$ cat config.mk
export PLATFORM = sky130hd
export DESIGN_NAME = fpuTop
export DESIGN_NICKNAME = d
export VERILOG_FILES = /design/src/rtl/fpuPkg.sv /design/src/rtl/fpuReqQueue.sv /design/src/rtl/fpuCreditCounter.sv /design/src/rtl/fpuAddSub.sv /design/src/rtl/fpuMulIter.sv /design/src/rtl/fpuNormalizer16.sv /design/src/rtl/fpuSequencer.sv /design/src/rtl/fpuTop.sv
export VERILOG_INCLUDE_DIRS = /design/src /design/src/include
export SDC_FILE = /design/constraint.sdc
export NUM_CORES = 1
export LEC_CHECK = 0
export ABC_AREA = 1
export BUFFER_PORTS_ARGS = -buffer_cell sky130_fd_sc_hd__clkbuf_2
export CAP_MARGIN = 20
export CORE_MARGIN = 5
export CORE_UTILIZATION = 55
export DETAILED_ROUTE_END_ITERATION = 6
export PLACE_DENSITY = 0.8
export SLEW_MARGIN = 20
export SYNTH_ARGS = -nofsm -noshare
export SYNTH_HDL_FRONTEND = slang
export SYNTH_HIERARCHICAL = 1
export SYNTH_SLANG_ARGS = --single-unit
$ cat constraint.sdc
create_clock -name clk -period 31.2 [get_ports clk]
set_input_delay 1.56 -clock clk [delete_from_list [all_inputs] [get_ports clk]]
set_output_delay 1.56 -clock clk [all_outputs]
set_load 0.01 [all_outputs]
$ cat src/include/fpu_params.svh
// Sizing constants for the half-precision arithmetic unit.
`ifndef FPU_PARAMS_SVH
`define FPU_PARAMS_SVH

// Half-precision field layout.
`define FP16_EXPW 5
`define FP16_FRACW 10
`define FP16_BIAS 15
`define FP16_EXP_MAX 30

// Canonical quiet NaN.
`define FP16_QNAN 16'h7E00

// Flow control and iteration sizing.
`define FPU_REQ_DEPTH 4
`define FPU_RES_CREDITS 4
`define FPU_MUL_STEPS 11

`endif

$ cat src/rtl/fpuPkg.sv
// Data types shared across the fp16 arithmetic unit.
`include "fpu_params.svh"

package fpuPkg;

  typedef struct packed {
    logic                    sign;
    logic [`FP16_EXPW-1:0]   exp;
    logic [`FP16_FRACW-1:0]  frac;
  } fp16_t;

  typedef enum logic [1:0] {
    ADD = 2'd0,
    SUB = 2'd1,
    MUL = 2'd2
  } fpuOp_t;

  typedef struct packed {
    fpuOp_t      op;
    fp16_t       a;
    fp16_t       b;
    logic [3:0]  tag;
  } fpuReq_t;

  typedef struct packed {
    logic overflow;
    logic underflow;
    logic inexact;
  } opStatusFlag_t;

  // Value is intPart.frac scaled by 2^(exp - bias), exp is at least 1.
  typedef struct packed {
    logic                        sign;
    logic [1:0]                  intPart;
    logic [2*`FP16_FRACW+1:0]    frac;
    logic [`FP16_EXPW-1:0]       exp;
    logic                        sticky;
    logic                        ovf;
  } fpuUnnorm_t;

  typedef struct packed {
    logic   valid;
    fp16_t  value;
  } fpuSpecial_t;

  typedef struct packed {
    fp16_t          result;
    opStatusFlag_t  flags;
    logic [3:0]     tag;
  } fpuRes_t;

endpackage

$ cat src/rtl/fpuReqQueue.sv
// Request FIFO that hands back one upstream credit for each entry popped.
`timescale 1ns/1ps
`include "fpu_params.svh"

module fpuReqQueue
  import fpuPkg::*;
  (
  input  logic     clk,
  input  logic     rst,
  input  logic     reqValid,
  input  fpuReq_t  req,
  input  logic     pop,
  output fpuReq_t  head,
  output logic     notEmpty,
  output logic     reqCredit
  );

  localparam int PtrW = $clog2(`FPU_REQ_DEPTH);

  fpuReq_t         mem [`FPU_REQ_DEPTH];
  logic [PtrW-1:0] wrPtr;
  logic [PtrW-1:0] rdPtr;
  logic [PtrW:0]   count;
  logic            doWrite;
  logic            doRead;

  // Upstream holds a credit per write, the full check is only a guard.
  assign doWrite = reqValid && (count != (PtrW+1)'(`FPU_REQ_DEPTH));
  assign doRead = pop && notEmpty;

  always_ff @(posedge clk) begin
    if (rst) begin
      wrPtr <= '0;
      rdPtr <= '0;
      count <= '0;
    end else begin
      if (doWrite) wrPtr <= wrPtr + 1'b1;
      if (doRead) rdPtr <= rdPtr + 1'b1;
      case ({doWrite, doRead})
        2'b10:   count <= count + 1'b1;
        2'b01:   count <= count - 1'b1;
        default: count <= count;
      endcase
    end
  end

  always_ff @(posedge clk) begin
    if (doWrite) mem[wrPtr] <= req;
  end

  assign head = mem[rdPtr];
  assign notEmpty = (count != '0);
  // One credit back per popped entry.
  assign reqCredit = doRead;

endmodule

$ cat src/rtl/fpuCreditCounter.sv
// Downstream credit counter gating result delivery.
`timescale 1ns/1ps
`include "fpu_params.svh"

module fpuCreditCounter (
  input  logic clk,
  input  logic rst,
  input  logic consume,
  input  logic resCredit,
  output logic creditAvail
  );

  localparam int CntW = $clog2(`FPU_RES_CREDITS + 1);

  logic [CntW-1:0] count;

  // Send and return together cancel out.
  always_ff @(posedge clk) begin
    if (rst) begin
      count <= CntW'(`FPU_RES_CREDITS);
    end else if (consume && !resCredit && (count != '0)) begin
      count <= count - 1'b1;
    end else if (resCredit && !consume && (count != CntW'(`FPU_RES_CREDITS))) begin
      count <= count + 1'b1;
    end
  end

  assign creditAvail = (count != '0);

endmodule

$ cat src/rtl/fpuAddSub.sv
// Sort, align and add path for fp16 add and subtract.
`timescale 1ns/1ps
`include "fpu_params.svh"

module fpuAddSub
  import fpuPkg::*;
  (
  input  fp16_t        a,
  input  fp16_t        b,
  input  logic         sub,
  output fpuUnnorm_t   unnorm,
  output fpuSpecial_t  special
  );

  localparam int FW = `FP16_FRACW;
  localparam int XW = 2*FW + 2;
  localparam int PadW = XW - FW;

  fp16_t                 bEff;
  fp16_t                 opL;
  fp16_t                 opS;
  logic [`FP16_EXPW-1:0] expL;
  logic [`FP16_EXPW-1:0] expS;
  logic [`FP16_EXPW-1:0] diff;
  logic [XW:0]           sigL;
  logic [XW:0]           sigS;
  logic [XW:0]           sigAligned;
  logic [XW:0]           lost;
  logic [XW+1:0]         sum;
  logic                  sticky;
  logic                  effSub;
  logic                  aNan;
  logic                  bNan;
  logic                  aInf;
  logic                  bInf;

  always_comb begin
    bEff = b;
    bEff.sign = b.sign ^ sub;
    // Larger magnitude goes first.
    if ({a.exp, a.frac} >= {bEff.exp, bEff.frac}) begin
      opL = a;
      opS = bEff;
    end else begin
      opL = bEff;
      opS = a;
    end
    // Subnormals sit at exponent 1.
    expL = (opL.exp == '0) ? `FP16_EXPW'(1) : opL.exp;
    expS = (opS.exp == '0) ? `FP16_EXPW'(1) : opS.exp;
    diff = expL - expS;
    sigL = {opL.exp != '0, opL.frac, PadW'(0)};
    sigS = {opS.exp != '0, opS.frac, PadW'(0)};
    {sigAligned, lost} = {sigS, (XW+1)'(0)} >> diff;
    sticky = |lost;
    effSub = opL.sign ^ opS.sign;
    // Sticky jammed into the LSB keeps subtraction rounding honest.
    if (effSub) begin
      sum = {1'b0, sigL} - {1'b0, sigAligned | (XW+1)'(sticky)};
    end else begin
      sum = {1'b0, sigL} + {1'b0, sigAligned | (XW+1)'(sticky)};
    end
    unnorm.sign = (effSub && (sum == '0)) ? 1'b0 : opL.sign;
    unnorm.intPart = sum[XW+1:XW];
    unnorm.frac = sum[XW-1:0];
    unnorm.exp = expL;
    unnorm.sticky = sticky;
    unnorm.ovf = 1'b0;

    aNan = (a.exp == '1) && (a.frac != '0);
    bNan = (b.exp == '1) && (b.frac != '0);
    aInf = (a.exp == '1) && (a.frac == '0);
    bInf = (b.exp == '1) && (b.frac == '0);
    special.valid = aNan | bNan | aInf | bInf;
    if (aNan || bNan || (aInf && bInf && (a.sign != bEff.sign))) begin
      special.value = `FP16_QNAN;
    end else if (aInf) begin
      special.value = a;
    end else begin
      special.value = bEff;
    end
  end

endmodule

$ cat src/rtl/fpuMulIter.sv
// Iterative shift-and-add significand multiplier with exponent sum.
`timescale 1ns/1ps
`include "fpu_params.svh"

module fpuMulIter
  import fpuPkg::*;
  (
  input  logic         clk,
  input  logic         rst,
  input  logic         mulStart,
  input  logic         mulStep,
  input  fp16_t        a,
  input  fp16_t        b,
  output fpuUnnorm_t   unnorm,
  output fpuSpecial_t  special
  );

  localparam int EW = `FP16_EXPW;
  localparam int SigW = `FP16_FRACW + 1;
  localparam int ProdW = 2*SigW;
  localparam int ExtW = ProdW + 2;

  logic [SigW-1:0] mcand;
  logic [SigW-1:0] mplier;
  logic [ProdW-1:0] acc;
  logic [EW:0]     rawSum;
  logic [EW-1:0]   expReg;
  logic [EW-1:0]   shiftReg;
  logic            prodSign;
  logic            ovfReg;
  logic [ExtW-1:0] prodShifted;
  logic [ExtW-1:0] lost;
  logic            aNan;
  logic            bNan;
  logic            aInf;
  logic            bInf;
  logic            aZero;
  logic            bZero;

  // Biased sum of effective exponents, subnormals count as 1.
  assign rawSum = (a.exp == '0 ? (EW+1)'(1) : (EW+1)'(a.exp))
                + (b.exp == '0 ? (EW+1)'(1) : (EW+1)'(b.exp));

  // MSB-first: shift the partial sum, add the multiplicand on a set bit.
  always_ff @(posedge clk) begin
    if (rst) begin
      acc <= '0;
      mplier <= '0;
    end else if (mulStart) begin
      acc <= '0;
      mplier <= {b.exp != '0, b.frac};
    end else if (mulStep) begin
      acc <= {acc[ProdW-2:0], 1'b0} + (mplier[SigW-1] ? ProdW'(mcand) : ProdW'(0));
      mplier <= {mplier[SigW-2:0], 1'b0};
    end
  end

  always_ff @(posedge clk) begin
    if (mulStart) begin
      mcand <= {a.exp != '0, a.frac};
      prodSign <= a.sign ^ b.sign;
      ovfReg <= (rawSum > (EW+1)'(`FP16_EXP_MAX + `FP16_BIAS));
      // Below the normal range the product is pre-shifted to exponent 1.
      if (rawSum <= (EW+1)'(`FP16_BIAS)) begin
        expReg <= EW'(1);
        shiftReg <= EW'((EW+1)'(`FP16_BIAS + 1) - rawSum);
      end else begin
        expReg <= EW'(rawSum - (EW+1)'(`FP16_BIAS));
        shiftReg <= '0;
      end
    end
  end

  assign {prodShifted, lost} = {acc, 2'b00, ExtW'(0)} >> shiftReg;

  assign unnorm.sign = prodSign;
  assign unnorm.intPart = prodShifted[ExtW-1:ExtW-2];
  assign unnorm.frac = prodShifted[ExtW-3:0];
  assign unnorm.exp = expReg;
  assign unnorm.sticky = |lost;
  assign unnorm.ovf = ovfReg;

  always_comb begin
    aNan = (a.exp == '1) && (a.frac != '0);
    bNan = (b.exp == '1) && (b.frac != '0);
    aInf = (a.exp == '1) && (a.frac == '0);
    bInf = (b.exp == '1) && (b.frac == '0);
    aZero = (a.exp == '0) && (a.frac == '0);
    bZero = (b.exp == '0) && (b.frac == '0);
    special.valid = aNan | bNan | aInf | bInf;
    if (aNan || bNan || (aInf && bZero) || (bInf && aZero)) begin
      special.value = `FP16_QNAN;
    end else begin
      special.value = {a.sign ^ b.sign, {EW{1'b1}}, `FP16_FRACW'(0)};
    end
  end

endmodule

$ cat src/rtl/fpuNormalizer16.sv
// Normalizes, rounds to nearest-even and flags fp16 results.
`timescale 1ns/1ps
`include "fpu_params.svh"

module fpuNormalizer16
  import fpuPkg::*;
  (
  input  fpuUnnorm_t     unnorm,
  output fp16_t          normOut,
  output opStatusFlag_t  opStatusFlags
  );

  localparam int FW = `FP16_FRACW;
  localparam int XW = 2*FW + 2;
  localparam int SigW = XW + 2;
  localparam int EW = `FP16_EXPW + 1;
  localparam int GuardBit = XW - FW - 1;
  localparam int LzcW = $clog2(XW + 2);

  logic [LzcW-1:0] lzc;
  logic [LzcW-1:0] need;
  logic [LzcW-1:0] limit;
  logic [LzcW-1:0] shamt;
  logic [SigW-1:0] sig;
  logic [SigW-1:0] normSig;
  logic [EW-1:0]   normExp;
  logic [EW-1:0]   finalExp;
  logic [FW+1:0]   rounded;
  logic [FW-1:0]   fracOut;
  logic            stickyAll;
  logic            guard;
  logic            roundBit;
  logic            roundUp;
  logic            overflow;

  always_comb begin
    sig = {unnorm.intPart, unnorm.frac};
    // Leading zeros of the fraction, XW when it is all zero.
    lzc = LzcW'(XW);
    for (int i = 0; i < XW; i++) begin
      if (unnorm.frac[i]) lzc = LzcW'(XW - 1 - i);
    end
    need = lzc + 1'b1;
    limit = LzcW'(unnorm.exp - 1'b1);
    shamt = '0;
    stickyAll = unnorm.sticky;
    if (unnorm.intPart > 2'd1) begin
      normSig = sig >> 1;
      normExp = EW'(unnorm.exp) + 1'b1;
      stickyAll = unnorm.sticky | sig[0];
    end else if (unnorm.intPart == 2'd0) begin
      // Stop at exponent 1, anything left over stays subnormal.
      shamt = (need < limit) ? need : limit;
      normSig = sig << shamt;
      normExp = EW'(unnorm.exp) - EW'(shamt);
    end else begin
      normSig = sig;
      normExp = EW'(unnorm.exp);
    end

    guard = normSig[GuardBit];
    roundBit = normSig[GuardBit-1];
    stickyAll = stickyAll | (|normSig[GuardBit-2:0]);
    roundUp = guard & (roundBit | stickyAll | normSig[GuardBit+1]);
    rounded = {1'b0, normSig[XW:GuardBit+1]} + (FW+2)'(roundUp);

    // Carry out of the significand bumps the exponent.
    if (rounded[FW+1]) begin
      finalExp = normExp + 1'b1;
      fracOut = '0;
    end else begin
      finalExp = rounded[FW] ? normExp : '0;
      fracOut = rounded[FW-1:0];
    end

    overflow = unnorm.ovf || (finalExp > EW'(`FP16_EXP_MAX));
    if (overflow) begin
      normOut = {unnorm.sign, {(EW-1){1'b1}}, FW'(0)};
    end else begin
      normOut = {unnorm.sign, finalExp[EW-2:0], fracOut};
    end
    opStatusFlags.overflow = overflow;
    opStatusFlags.underflow = !overflow && (finalExp == '0) && (fracOut != '0);
    opStatusFlags.inexact = overflow | guard | roundBit | stickyAll;
  end

endmodule

$ cat src/rtl/fpuSequencer.sv
// Control FSM that issues requests to the add or multiply path and sends results.
`timescale 1ns/1ps
`include "fpu_params.svh"

module fpuSequencer
  import fpuPkg::*;
  (
  input  logic           clk,
  input  logic           rst,
  input  logic           notEmpty,
  input  fpuReq_t        head,
  input  fp16_t          normOut,
  input  opStatusFlag_t  opStatusFlags,
  input  fpuSpecial_t    addSpecial,
  input  fpuSpecial_t    mulSpecial,
  input  logic           creditAvail,
  output logic           pop,
  output fpuReq_t        curReq,
  output logic           selMul,
  output logic           mulStart,
  output logic           mulStep,
  output logic           resValid,
  output fpuRes_t        res
  );

  localparam int IterW = $clog2(`FPU_MUL_STEPS + 1);

  typedef enum logic [1:0] {ST_IDLE, ST_ADD, ST_MUL, ST_SEND} seqState_t;

  seqState_t        state;
  fpuReq_t          reqReg;
  logic [IterW-1:0] iterCnt;
  logic             mulDone;
  fpuSpecial_t      special;
  fpuRes_t          resNext;

  assign pop = (state == ST_IDLE) && notEmpty;
  // Head feeds the multiplier directly so it loads in the pop cycle.
  assign curReq = (state == ST_IDLE) ? head : reqReg;
  assign mulStart = pop && (head.op == MUL);
  assign selMul = (state == ST_MUL);
  assign mulDone = (iterCnt == IterW'(`FPU_MUL_STEPS));
  assign mulStep = selMul && !mulDone;
  assign resValid = (state == ST_SEND) && creditAvail;
  assign special = selMul ? mulSpecial : addSpecial;

  always_comb begin
    resNext.tag = reqReg.tag;
    if (special.valid) begin
      resNext.result = special.value;
      resNext.flags = '0;
    end else begin
      resNext.result = normOut;
      resNext.flags = opStatusFlags;
    end
  end

  always_ff @(posedge clk) begin
    if (rst) begin
      state <= ST_IDLE;
      iterCnt <= '0;
    end else begin
      case (state)
        ST_IDLE: begin
          if (notEmpty) begin
            state <= (head.op == MUL) ? ST_MUL : ST_ADD;
            iterCnt <= '0;
          end
        end
        ST_ADD:  state <= ST_SEND;
        ST_MUL: begin
          if (mulDone) state <= ST_SEND;
          else iterCnt <= iterCnt + 1'b1;
        end
        ST_SEND: begin
          // Hold the result until downstream has room.
          if (creditAvail) state <= ST_IDLE;
        end
        default: state <= ST_IDLE;
      endcase
    end
  end

  always_ff @(posedge clk) begin
    if (pop) reqReg <= head;
    if ((state == ST_ADD) || (selMul && mulDone)) res <= resNext;
  end

endmodule

$ cat src/rtl/fpuTop.sv
// Top level of the fp16 add, subtract and multiply unit.
`timescale 1ns/1ps

module fpuTop
  import fpuPkg::*;
  (
  input  logic     clk,
  input  logic     rst,
  input  logic     reqValid,
  input  fpuReq_t  req,
  output logic     reqCredit,
  output logic     resValid,
  output fpuRes_t  res,
  input  logic     resCredit
  );

  fpuReq_t       head;
  fpuReq_t       curReq;
  logic          notEmpty;
  logic          pop;
  logic          selMul;
  logic          mulStart;
  logic          mulStep;
  logic          creditAvail;
  fpuUnnorm_t    addUnnorm;
  fpuUnnorm_t    mulUnnorm;
  fpuUnnorm_t    normIn;
  fpuSpecial_t   addSpecial;
  fpuSpecial_t   mulSpecial;
  fp16_t         normOut;
  opStatusFlag_t opStatusFlags;

  // Path select into the shared normalizer.
  assign normIn = selMul ? mulUnnorm : addUnnorm;

  fpuReqQueue i_fpuReqQueue (
    .clk       (clk),
    .rst       (rst),
    .reqValid  (reqValid),
    .req       (req),
    .pop       (pop),
    .head      (head),
    .notEmpty  (notEmpty),
    .reqCredit (reqCredit)
  );

  fpuSequencer i_fpuSequencer (
    .clk           (clk),
    .rst           (rst),
    .notEmpty      (notEmpty),
    .head          (head),
    .normOut       (normOut),
    .opStatusFlags (opStatusFlags),
    .addSpecial    (addSpecial),
    .mulSpecial    (mulSpecial),
    .creditAvail   (creditAvail),
    .pop           (pop),
    .curReq        (curReq),
    .selMul        (selMul),
    .mulStart      (mulStart),
    .mulStep       (mulStep),
    .resValid      (resValid),
    .res           (res)
  );

  fpuAddSub i_fpuAddSub (
    .a       (curReq.a),
    .b       (curReq.b),
    .sub     (curReq.op == SUB),
    .unnorm  (addUnnorm),
    .special (addSpecial)
  );

  fpuMulIter i_fpuMulIter (
    .clk      (clk),
    .rst      (rst),
    .mulStart (mulStart),
    .mulStep  (mulStep),
    .a        (curReq.a),
    .b        (curReq.b),
    .unnorm   (mulUnnorm),
    .special  (mulSpecial)
  );

  fpuNormalizer16 i_fpuNormalizer16 (
    .unnorm        (normIn),
    .normOut       (normOut),
    .opStatusFlags (opStatusFlags)
  );

  fpuCreditCounter i_fpuCreditCounter (
    .clk         (clk),
    .rst         (rst),
    .consume     (resValid),
    .resCredit   (resCredit),
    .creditAvail (creditAvail)
  );

endmodule

==> flow_summary_export.csv, run 1 <==
group,metric,value,unit
sta,rsz0062_at_grt,"no",
sta,slew_violations,0,
sta,worstMarginPinSlew,0.992,ns
detailed_routing,num_vias,20700,
cts,clk_pin_slew,0.06,ns
sta,finalSetupViolations,0,
worst_setup_path,worstSetupEndpointType,"register",
detailed_routing,first_pass_iters,6,
worst_setup_path,cpPeakStageDelay,0.97,ns
worst_setup_path,timing.reg2reg.setup_slack,15.07,ns
die,io_pins,67,
cts,clockBufferDepth,3,
cts,holdBufCountCts,0,
logic_synthesis,netlist_area,22000,µm²
die,die_area,44200,µm²
detailed_routing,viasPerCell,5.67,
global_route,antenna_found_initial,0,
finish,fin_cells,3655,
finish,drive_above_1_share,8.34,%
cts,clock_sinks,287,
cts,clockRootBuffer,"clkbuf_16",
die,core_area,39600,µm²
cts,cts_tree,"done",
die,initial_utilization,55.6,%
sta,setup_ws,15.07,ns
worst_setup_path,worstSetupPathType,"register to register",
place,gp_congestion,0.993,
sta,fin_crit_sh,51.7,%
place,pre_cts_ws,15.86,ns
finish,syn2layout_area_growth,5.69,%
die,die_h,210,µm
worst_setup_path,crit_slowest_cell,"clkinv_2",
worst_setup_path,critPathArrivalTime,16.42,ns
sta,period_needed,16.13,ns
die,fp-row-count,73,
detailed_routing,postRouteAntennaNets,0,
sta,hold_viol_final,0,
logic_synthesis,postSynthAreaPerCell,7.03,µm²
worst_setup_path,cp_max_fo,77,
global_route,overflow,0,
finish,fillers,3714,
worst_setup_path,worstPathRequired,31.48,ns
global_route,grt_max_degree,78,
global_route,grtUsageTotal,26.7,%
worst_setup_path,critPathLaunchType,"register",
place,dpl.hpwl,45.9,mm
sta,tns,0,ns
cts,insertion_delay,0.56,ns
die,die_w,210,µm
detailed_routing,drt_wl_total,61.2,mm
global_route,grt_pass1_vias,19200,
finish,seq_area,8110,µm²
status,outcome,"finished, final reports clean",
cts,ctsHtreeMaxLevel,1,
place,dp.cells,3604,
detailed_routing,drt-wirelength-per-cell,16.7,µm
finish,diodes,0,
finish,multiInputGateArea,11800,µm²
logic_synthesis,synth_warnings,6,
cts,cts_buffers,28,
cts,post_cts_resized,0,
logic_synthesis,syn-instance-count,3133,
finish,nets,3243,
worst_setup_path,path_common_cell,"nand2_1",
global_route,grt_pass1_wl,97.9,mm
sta,skew,0.0143,ns
sta,maxSlewHeadroom,33.8,%
job,max-cap-violations,0,
finish,final_util,58.7,%
cts,post_cts_buffers,0,
sta,fmax,62.0,MHz
place,port_buffers,66,
detailed_routing,drcViolationCount,0,
min_path,hp-class,"register to register",
detailed_routing,drtIter0Drc,1936,
[critical path, delay by kind of cell (launching register included)]
family / cells / cell delay, ns
compound gates: 8 / 1.96
xor+xnor: 2 / 0.45
fa+ha+maj: 7 / 2.21
buf+inv: 14 / 3.31
flops: 1 / 0.31
simple gates: 61 / 7.56
[routing by layer]
metal	track usage (%)	up-vias	share of wire [%]
met5	0	-	0
met4	10.4	0	4.5
met3	2.41	145	6.5
met2	44.9	883	46
met1	36.0	9417	43
li1	-	10300	-
[metrics by stage]
stage	area (µm²)	hold WS, ns
CTS	23300	0.431
floorplan	22100	0.400
global route	23300	0.440
global placement	22300	0.406
finish	23300	0.425
detailed placement	22300	0.411
[layout by cell type (no fill, tap or decap), drive strengths merged, types with 7 or more instances in the layout]
| cell | instances |
|---|---|
| nand2 | 996 |
| nand3 | 396 |
| nor2 | 357 |
| inv | 323 |
| edfxtp | 236 |
| o21ai | 168 |
| a21oi | 110 |
| clkbuf | 99 |
| ha | 84 |
| dfxtp | 51 |
| o22ai | 40 |
| nand4 | 32 |
| nor3 | 30 |
| a31oi | 24 |
| xor2 | 22 |
| buf | 22 |
| conb | 15 |
| clkinv | 13 |
| nor4 | 12 |
| xnor2 | 12 |
| o221ai | 11 |
| or2 | 9 |
| nand3b | 7 |
| fa | 7 |
[state kept, by name (all words and copies together), names as in the netlist, 2 cells and up, named ones only]
name	flops
i_fpuCreditCounter/count	3
i_fpuMulIter/acc	22
i_fpuSequencer/res	23
i_fpuMulIter/mplier	11
i_fpuSequencer/iterCnt	4
i_fpuMulIter/shiftReg	5
i_fpuMulIter/mcand	11
i_fpuReqQueue/count	3
i_fpuSequencer/reqReg	38
i_fpuMulIter/expReg	5
i_fpuReqQueue/rdPtr	2
i_fpuSequencer/state	2
i_fpuReqQueue/mem	152
i_fpuReqQueue/wrPtr	2
[final timing paths]
path	depth (start not counted)	start	to
max	92	register	i_fpuSequencer/res[17]
min	0	i_fpuSequencer/reqReg[1]	i_fpuSequencer/res[1]
max reg2reg	92	register	i_fpuSequencer/res[17]
min reg2reg	0	i_fpuSequencer/reqReg[1]	i_fpuSequencer/res[1]
[layout make-up]
class	count	share of cell area [%]
Multi-Input combinational cell	2376	50.7
Inverter	329	5.34
Tap cell	525	2.82
Clock buffer	33	3.18
Clock inverter	17	0.978
Timing Repair Buffer	88	2.16
Sequential cell	287	34.8
Power of run 1 is left out: the tool's default activity adds up to more than one toggle a clock period on the data nets, which glitch-free logic cannot reach.
==> inputs of run 2 (changes only) <==
==> constraint.sdc (replaced) <==
create_clock -name clk -period 15.9 [get_ports clk]
set_input_delay 0.795 -clock clk [delete_from_list [all_inputs] [get_ports clk]]
set_output_delay 0.795 -clock clk [all_outputs]
set_load 0.01 [all_outputs]
==> run 2 against run 1 <==
Compared with the run above:
- non-clock buffer count rose by 4
- first-iteration DRC count rose by 1.2%
- critical path depth rose by 1
- critical endpoint is now i_fpuSequencer/res[18]
- core utilization rose by 0.17 points
- global-route usage rose by 0.95 points
- register-to-register slack got worse by 14 ns
- the flow now finishes with violations (design-rule violations)
- hold slack improved by 0.0026 ns
- clock skew rose by 0.027 ns
==> flow_summary_export.csv, run 2 (same netlist as run 1, synthesis figures left out) <==
group,metric,value,unit
status,outcome,"complete, but fails checks",
status,violations,"design-rule violations",
worst_setup_path,worstPathRequired,16.19,ns
worst_setup_path,path_common_cell,"nand2_1",
die,die_w,210,µm
worst_setup_path,critPathArrivalTime,14.94,ns
cts,clk_pin_slew,0.07,ns
place,port_buffers,66,
finish,fin_cells,3663,
detailed_routing,num_vias,20800,
sta,tns,0,ns
cts,clockBufferDepth,3,
worst_setup_path,crit_slowest_cell,"fa_1",
detailed_routing,drtIter0Drc,1959,
detailed_routing,drt-wirelength-per-cell,17.5,µm
finish,drive_above_1_share,8.89,%
global_route,grt_pass1_wl,101,mm
sta,slew_violations,0,
finish,fin_area,23300,µm²
sta,skew,0.0415,ns
global_route,antenna_found_initial,1,
place,dpl.hpwl,47.9,mm
die,io_pins,67,
place,placed_area,22300,µm²
detailed_routing,drt_wl_total,64.0,mm
sta,fin_crit_sh,92.1,%
die,initial_utilization,55.6,%
detailed_routing,drcViolationCount,8,
finish,layout_common_cells,"nand2_1 (947), nand3_1 (384), nor2_1 (322)",
cts,insertion_delay,0.60,ns
cts,clockRootBuffer,"clkbuf_16",
die,die_h,210,µm
job,max-cap-violations,0,
finish,nets,3249,
cts,ctsHtreeMaxLevel,1,
sta,hold_viol_final,0,
cts,cts_buffers,29,
finish,largest_register_ffs,152,
detailed_routing,viasPerCell,5.69,
worst_setup_path,cp_max_fo,45,
finish,final_util,58.9,%
die,die_area,44200,µm²
cts,clock_sinks,287,
finish,top_register,"i_fpuReqQueue/mem",
sta,rsz0062_at_grt,"no",
sta,period_needed,14.65,ns
die,core_area,39600,µm²
finish,biggestRegsByFlops,"i_fpuReqQueue/mem (152), i_fpuSequencer/reqReg (38), i_fpuSequencer/res (23)",
worst_setup_path,cpPeakStageDelay,0.47,ns
detailed_routing,first_pass_iters,7,
worst_setup_path,worstSetupEndpointType,"register",
sta,worstMarginPinSlew,0.932,ns
die,fp-row-count,73,
place,dp.cells,3609,
global_route,overflow,0,
min_path,hp-class,"primary input to register",
sta,fmax,68.3,MHz
place,gp_congestion,0.985,
worst_setup_path,critPathLaunchType,"register",
detailed_routing,postRouteAntennaNets,0,
cts,cts_tree,"done",
finish,diodes,0,
global_route,grt_max_degree,77,
global_route,grt_pass1_vias,19200,
sta,finalSetupViolations,0,
sta,maxSlewHeadroom,37.8,%
finish,syn2layout_area_growth,5.99,%
cts,holdBufCountCts,0,
finish,mostFrequentLayoutCell,"nand2_1",
global_route,grtUsageTotal,27.7,%
worst_setup_path,worstSetupPathType,"register to register",
## run 2: cell types whose count changed in the layout (fill, tap and decap cells not counted), sizes merged
cell / change
clkinv: +3
clkbuf: -3
bufinv: -2
buf: +3
inv: +7
## run 2: worst paths after layout
path / start / endpoint / slack (ns) / depth (start not counted)
hold reg to reg: i_fpuSequencer/reqReg[0] / i_fpuSequencer/res[0] / 0.43 / 0
setup / recovery: register / i_fpuSequencer/res[18] / 1.25 / 93
hold / removal: req[11] / i_fpuReqQueue/mem[1][11] / 0.43 / 1
setup reg to reg: register / i_fpuSequencer/res[18] / 1.25 / 93
## run 2: routing by layer
| layer | GRT usage [%] | vias up | wire length [µm] |
|---|---|---|---|
| li1 | - | 10300 | - |
| met1 | 37.4 | 9639 | 27200 |
| met2 | 47.6 | 801 | 30500 |
| met3 | 2.74 | 124 | 4130 |
| met4 | 7.99 | 2 | 2110 |
| met5 | 0 | - | 13 |
## run 2: critical path: cells and delay by family (launching register included)
family          cells  cell delay, ns
buf+inv            15            2.39
xor+xnor            2            0.49
fa+ha+maj           7            1.96
flops               1            0.32
simple gates       62            7.78
compound gates      7            1.36
## run 2: timing repair
item	CTS	global route
setup endpoints to repair	0	18
resized for setup	0	6
setup buffers	0	0
## run 2: final cells by class
type / count / area, µm²
clock buffers: 29 / 726
clock inverters: 24 / 263
fillers: 3683 / 16300
inverters: 329 / 1250
multi-input cells: 2376 / 11800
flip-flops and latches: 287 / 8110
well taps: 525 / 657
repair buffers: 92 / 532
repair inverters: 1 / 5.00
## run 2: metrics by stage
| step | hold WS, ns | setup slack (ns) |
|---|---|---|
| floorplan | 0.400 | 4.61 |
| detailed placement | 0.406 | 1.02 |
| global placement | 0.410 | 1.43 |
| CTS | 0.413 | 0.932 |
| global route | 0.426 | 0.0186 |
| finish | 0.428 | 1.25 |
Power of run 2 is left out for the same reason.
==> inputs of run 3 (changes only) <==
--- a/config.mk
+++ b/config.mk
@@ -13,6 +13,7 @@
 export CORE_UTILIZATION = 55
 export DETAILED_ROUTE_END_ITERATION = 6
 export PLACE_DENSITY = 0.8
+export REMOVE_ABC_BUFFERS = 1
 export SLEW_MARGIN = 20
 export SYNTH_ARGS = -nofsm -noshare
 export SYNTH_HDL_FRONTEND = slang
==> run 3 against run 2 <==
Compared with the run above:
- the flow now finishes without violations
- final cell count is 0.11% lower
- register-to-register slack better by 0.29 ns
- die area stayed put
- count of clock-buffer cells in the layout is 2 higher
- first-iteration DRC count is 3.6% higher
- final area hardly changed
- maximum frequency is 2.0% higher
- hold slack worse by 0.0091 ns
- non-clock buffer count is 2 lower
- critical path depth is 3 lower
- core utilization hardly changed
==> flow_summary_export.csv, run 3 (same netlist as run 1, synthesis figures left out) <==
group,metric,value,unit
status,outcome,"finished, final reports clean",
finish,mostFrequentLayoutCell,"nand2_1",
sta,tns,0,ns
finish,fillers,3639,
worst_setup_path,reg2reg_depth,90,
cts,clk_pin_slew,0.06,ns
sta,hold_viol_final,0,
finish,biggestRegsByFlops,"i_fpuReqQueue/mem (152), i_fpuSequencer/reqReg (38), i_fpuSequencer/res (23)",
finish,top_register,"i_fpuReqQueue/mem",
detailed_routing,viasPerCell,5.71,
worst_setup_path,timing.reg2reg.setup_slack,1.54,ns
cts,cts_buffers,28,
cts,insertion_delay,0.55,ns
sta,maxSlewHeadroom,37.1,%
min_path,min_from,"i_fpuSequencer/reqReg[3]",
detailed_routing,first_pass_iters,6,
cts,ctsHtreeMaxLevel,1,
die,fp-row-count,73,
detailed_routing,drt-wirelength-per-cell,17.0,µm
min_path,hp-class,"register to register",
sta,skew,0.00999,ns
worst_setup_path,reg2reg_to,"i_fpuSequencer/res[19]",
worst_setup_path,worstPathRequired,16.17,ns
detailed_routing,drcViolationCount,0,
detailed_routing,drtIter0Drc,2030,
global_route,grt_max_degree,77,
detailed_routing,num_vias,20900,
worst_setup_path,critPathLaunchType,"register",
worst_setup_path,worstSetupPathType,"register to register",
min_path,holdPathEnd,"i_fpuSequencer/res[3]",
global_route,grt_pass1_wl,100,mm
place,port_buffers,66,
sta,fmax,69.6,MHz
sta,fin_crit_sh,90.3,%
die,core_area,39600,µm²
detailed_routing,postRouteAntennaNets,0,
cts,cts_tree,"done",
place,dpl.hpwl,46.1,mm
global_route,grt_pass1_vias,19600,
die,die_h,210,µm
job,max-cap-violations,0,
worst_setup_path,critPathArrivalTime,14.64,ns
die,die_area,44200,µm²
cts,post_cts_buffers,0,
sta,slew_violations,0,
die,initial_utilization,55.6,%
min_path,hold_depth,0,
detailed_routing,drt_wl_total,62.3,mm
worst_setup_path,cp_max_fo,45,
finish,largest_register_ffs,152,
sta,rsz0062_at_grt,"no",
finish,nets,3246,
global_route,grtUsageTotal,27.4,%
finish,drive_above_1_share,8.62,%
sta,period_needed,14.36,ns
finish,layout_common_cells,"nand2_1 (948), nand3_1 (384), nor2_1 (322)",
cts,clockBufferDepth,3,
global_route,antenna_found_initial,0,
cts,clock_sinks,287,
worst_setup_path,worstSetupEndpointType,"register",
cts,clockRootBuffer,"clkbuf_16",
finish,diodes,0,
die,io_pins,67,
global_route,overflow,0,
sta,finalSetupViolations,0,
worst_setup_path,cpPeakStageDelay,0.78,ns
worst_setup_path,path_common_cell,"nand2_1",
place,gp_congestion,0.994,
finish,syn2layout_area_growth,5.94,%
worst_setup_path,crit_slowest_cell,"fa_2",
die,die_w,210,µm
sta,whs,0.419,ns
sta,worstMarginPinSlew,0.943,ns
run 3: changes by cell type in the layout (fill, tap and decap cells not counted), sizes merged:
cell / previous run / this run
inv: 330 / 323
bufinv: 3 / 5
buf: 25 / 24
clkbuf: 96 / 97
clkinv: 16 / 15
clkinvlp: 5 / 6
o21ai: 168 / 169
run 3: metal layers:
metal  wire length, µm  global-route usage (%)
met1             25800                    36.5
met2             28300                    44.6
met3              4450                    2.72
met4              3800                    14.0
met5                 0                       0
run 3: final cells by class:
class                      instances  area, µm²  area share (%)
multi-input combinational       2377      11800            50.7
sequential                       287       8110            34.7
inverter                         329       1260            5.39
clock buffer                      31        733            3.14
tap                              525        657            2.81
timing repair buffer              90        522            2.24
clock inverter                    20        236            1.01
run 3: worst max-delay path by stage:
stage,cells after the start,to,slack [ns],from
2_1_floorplan,89,i_fpuSequencer/res[19],1.40,register
3_3_place_gp,90,i_fpuSequencer/res[19],1.35,register
3_5_place_dp,90,i_fpuSequencer/res[19],0.94,i_fpuSequencer/state[0]
4_1_cts,90,i_fpuSequencer/res[19],0.92,i_fpuSequencer/state[0]
5_1_grt,92,i_fpuSequencer/res[19],0.15,register
6_report,90,i_fpuSequencer/res[19],1.54,register
run 3: what timing repair did:
item                       in CTS  in global routing
hold buffers                    0                  0
gates resized for setup         0                 11
setup endpoints to repair       0                 18
run 3: through the flow:
step	util (%)	worst slack (ns)	std cells	cell area, µm²
4_1_cts	58.7	0.919	3657	23300
3_3_place_gp	56.3	1.35	3606	22300
6_report	58.9	1.54	3659	23300
5_1_grt	58.9	0.152	3659	23300
3_5_place_dp	56.3	0.943	3606	22300
2_1_floorplan	-	1.40	2992	21100
run 3: critical path, delay by kind of cell (launching register included):
kind / cells / cell delay [ns]
and+or+nand+nor: 55 / 6.83
buffers and inverters: 17 / 2.75
adders and majority gates: 7 / 2.17
AOI/OAI and AO/OA: 9 / 1.44
xor gates and xnor gates: 2 / 0.47
DFF: 1 / 0.30
Power of run 3 is left out for the same reason.
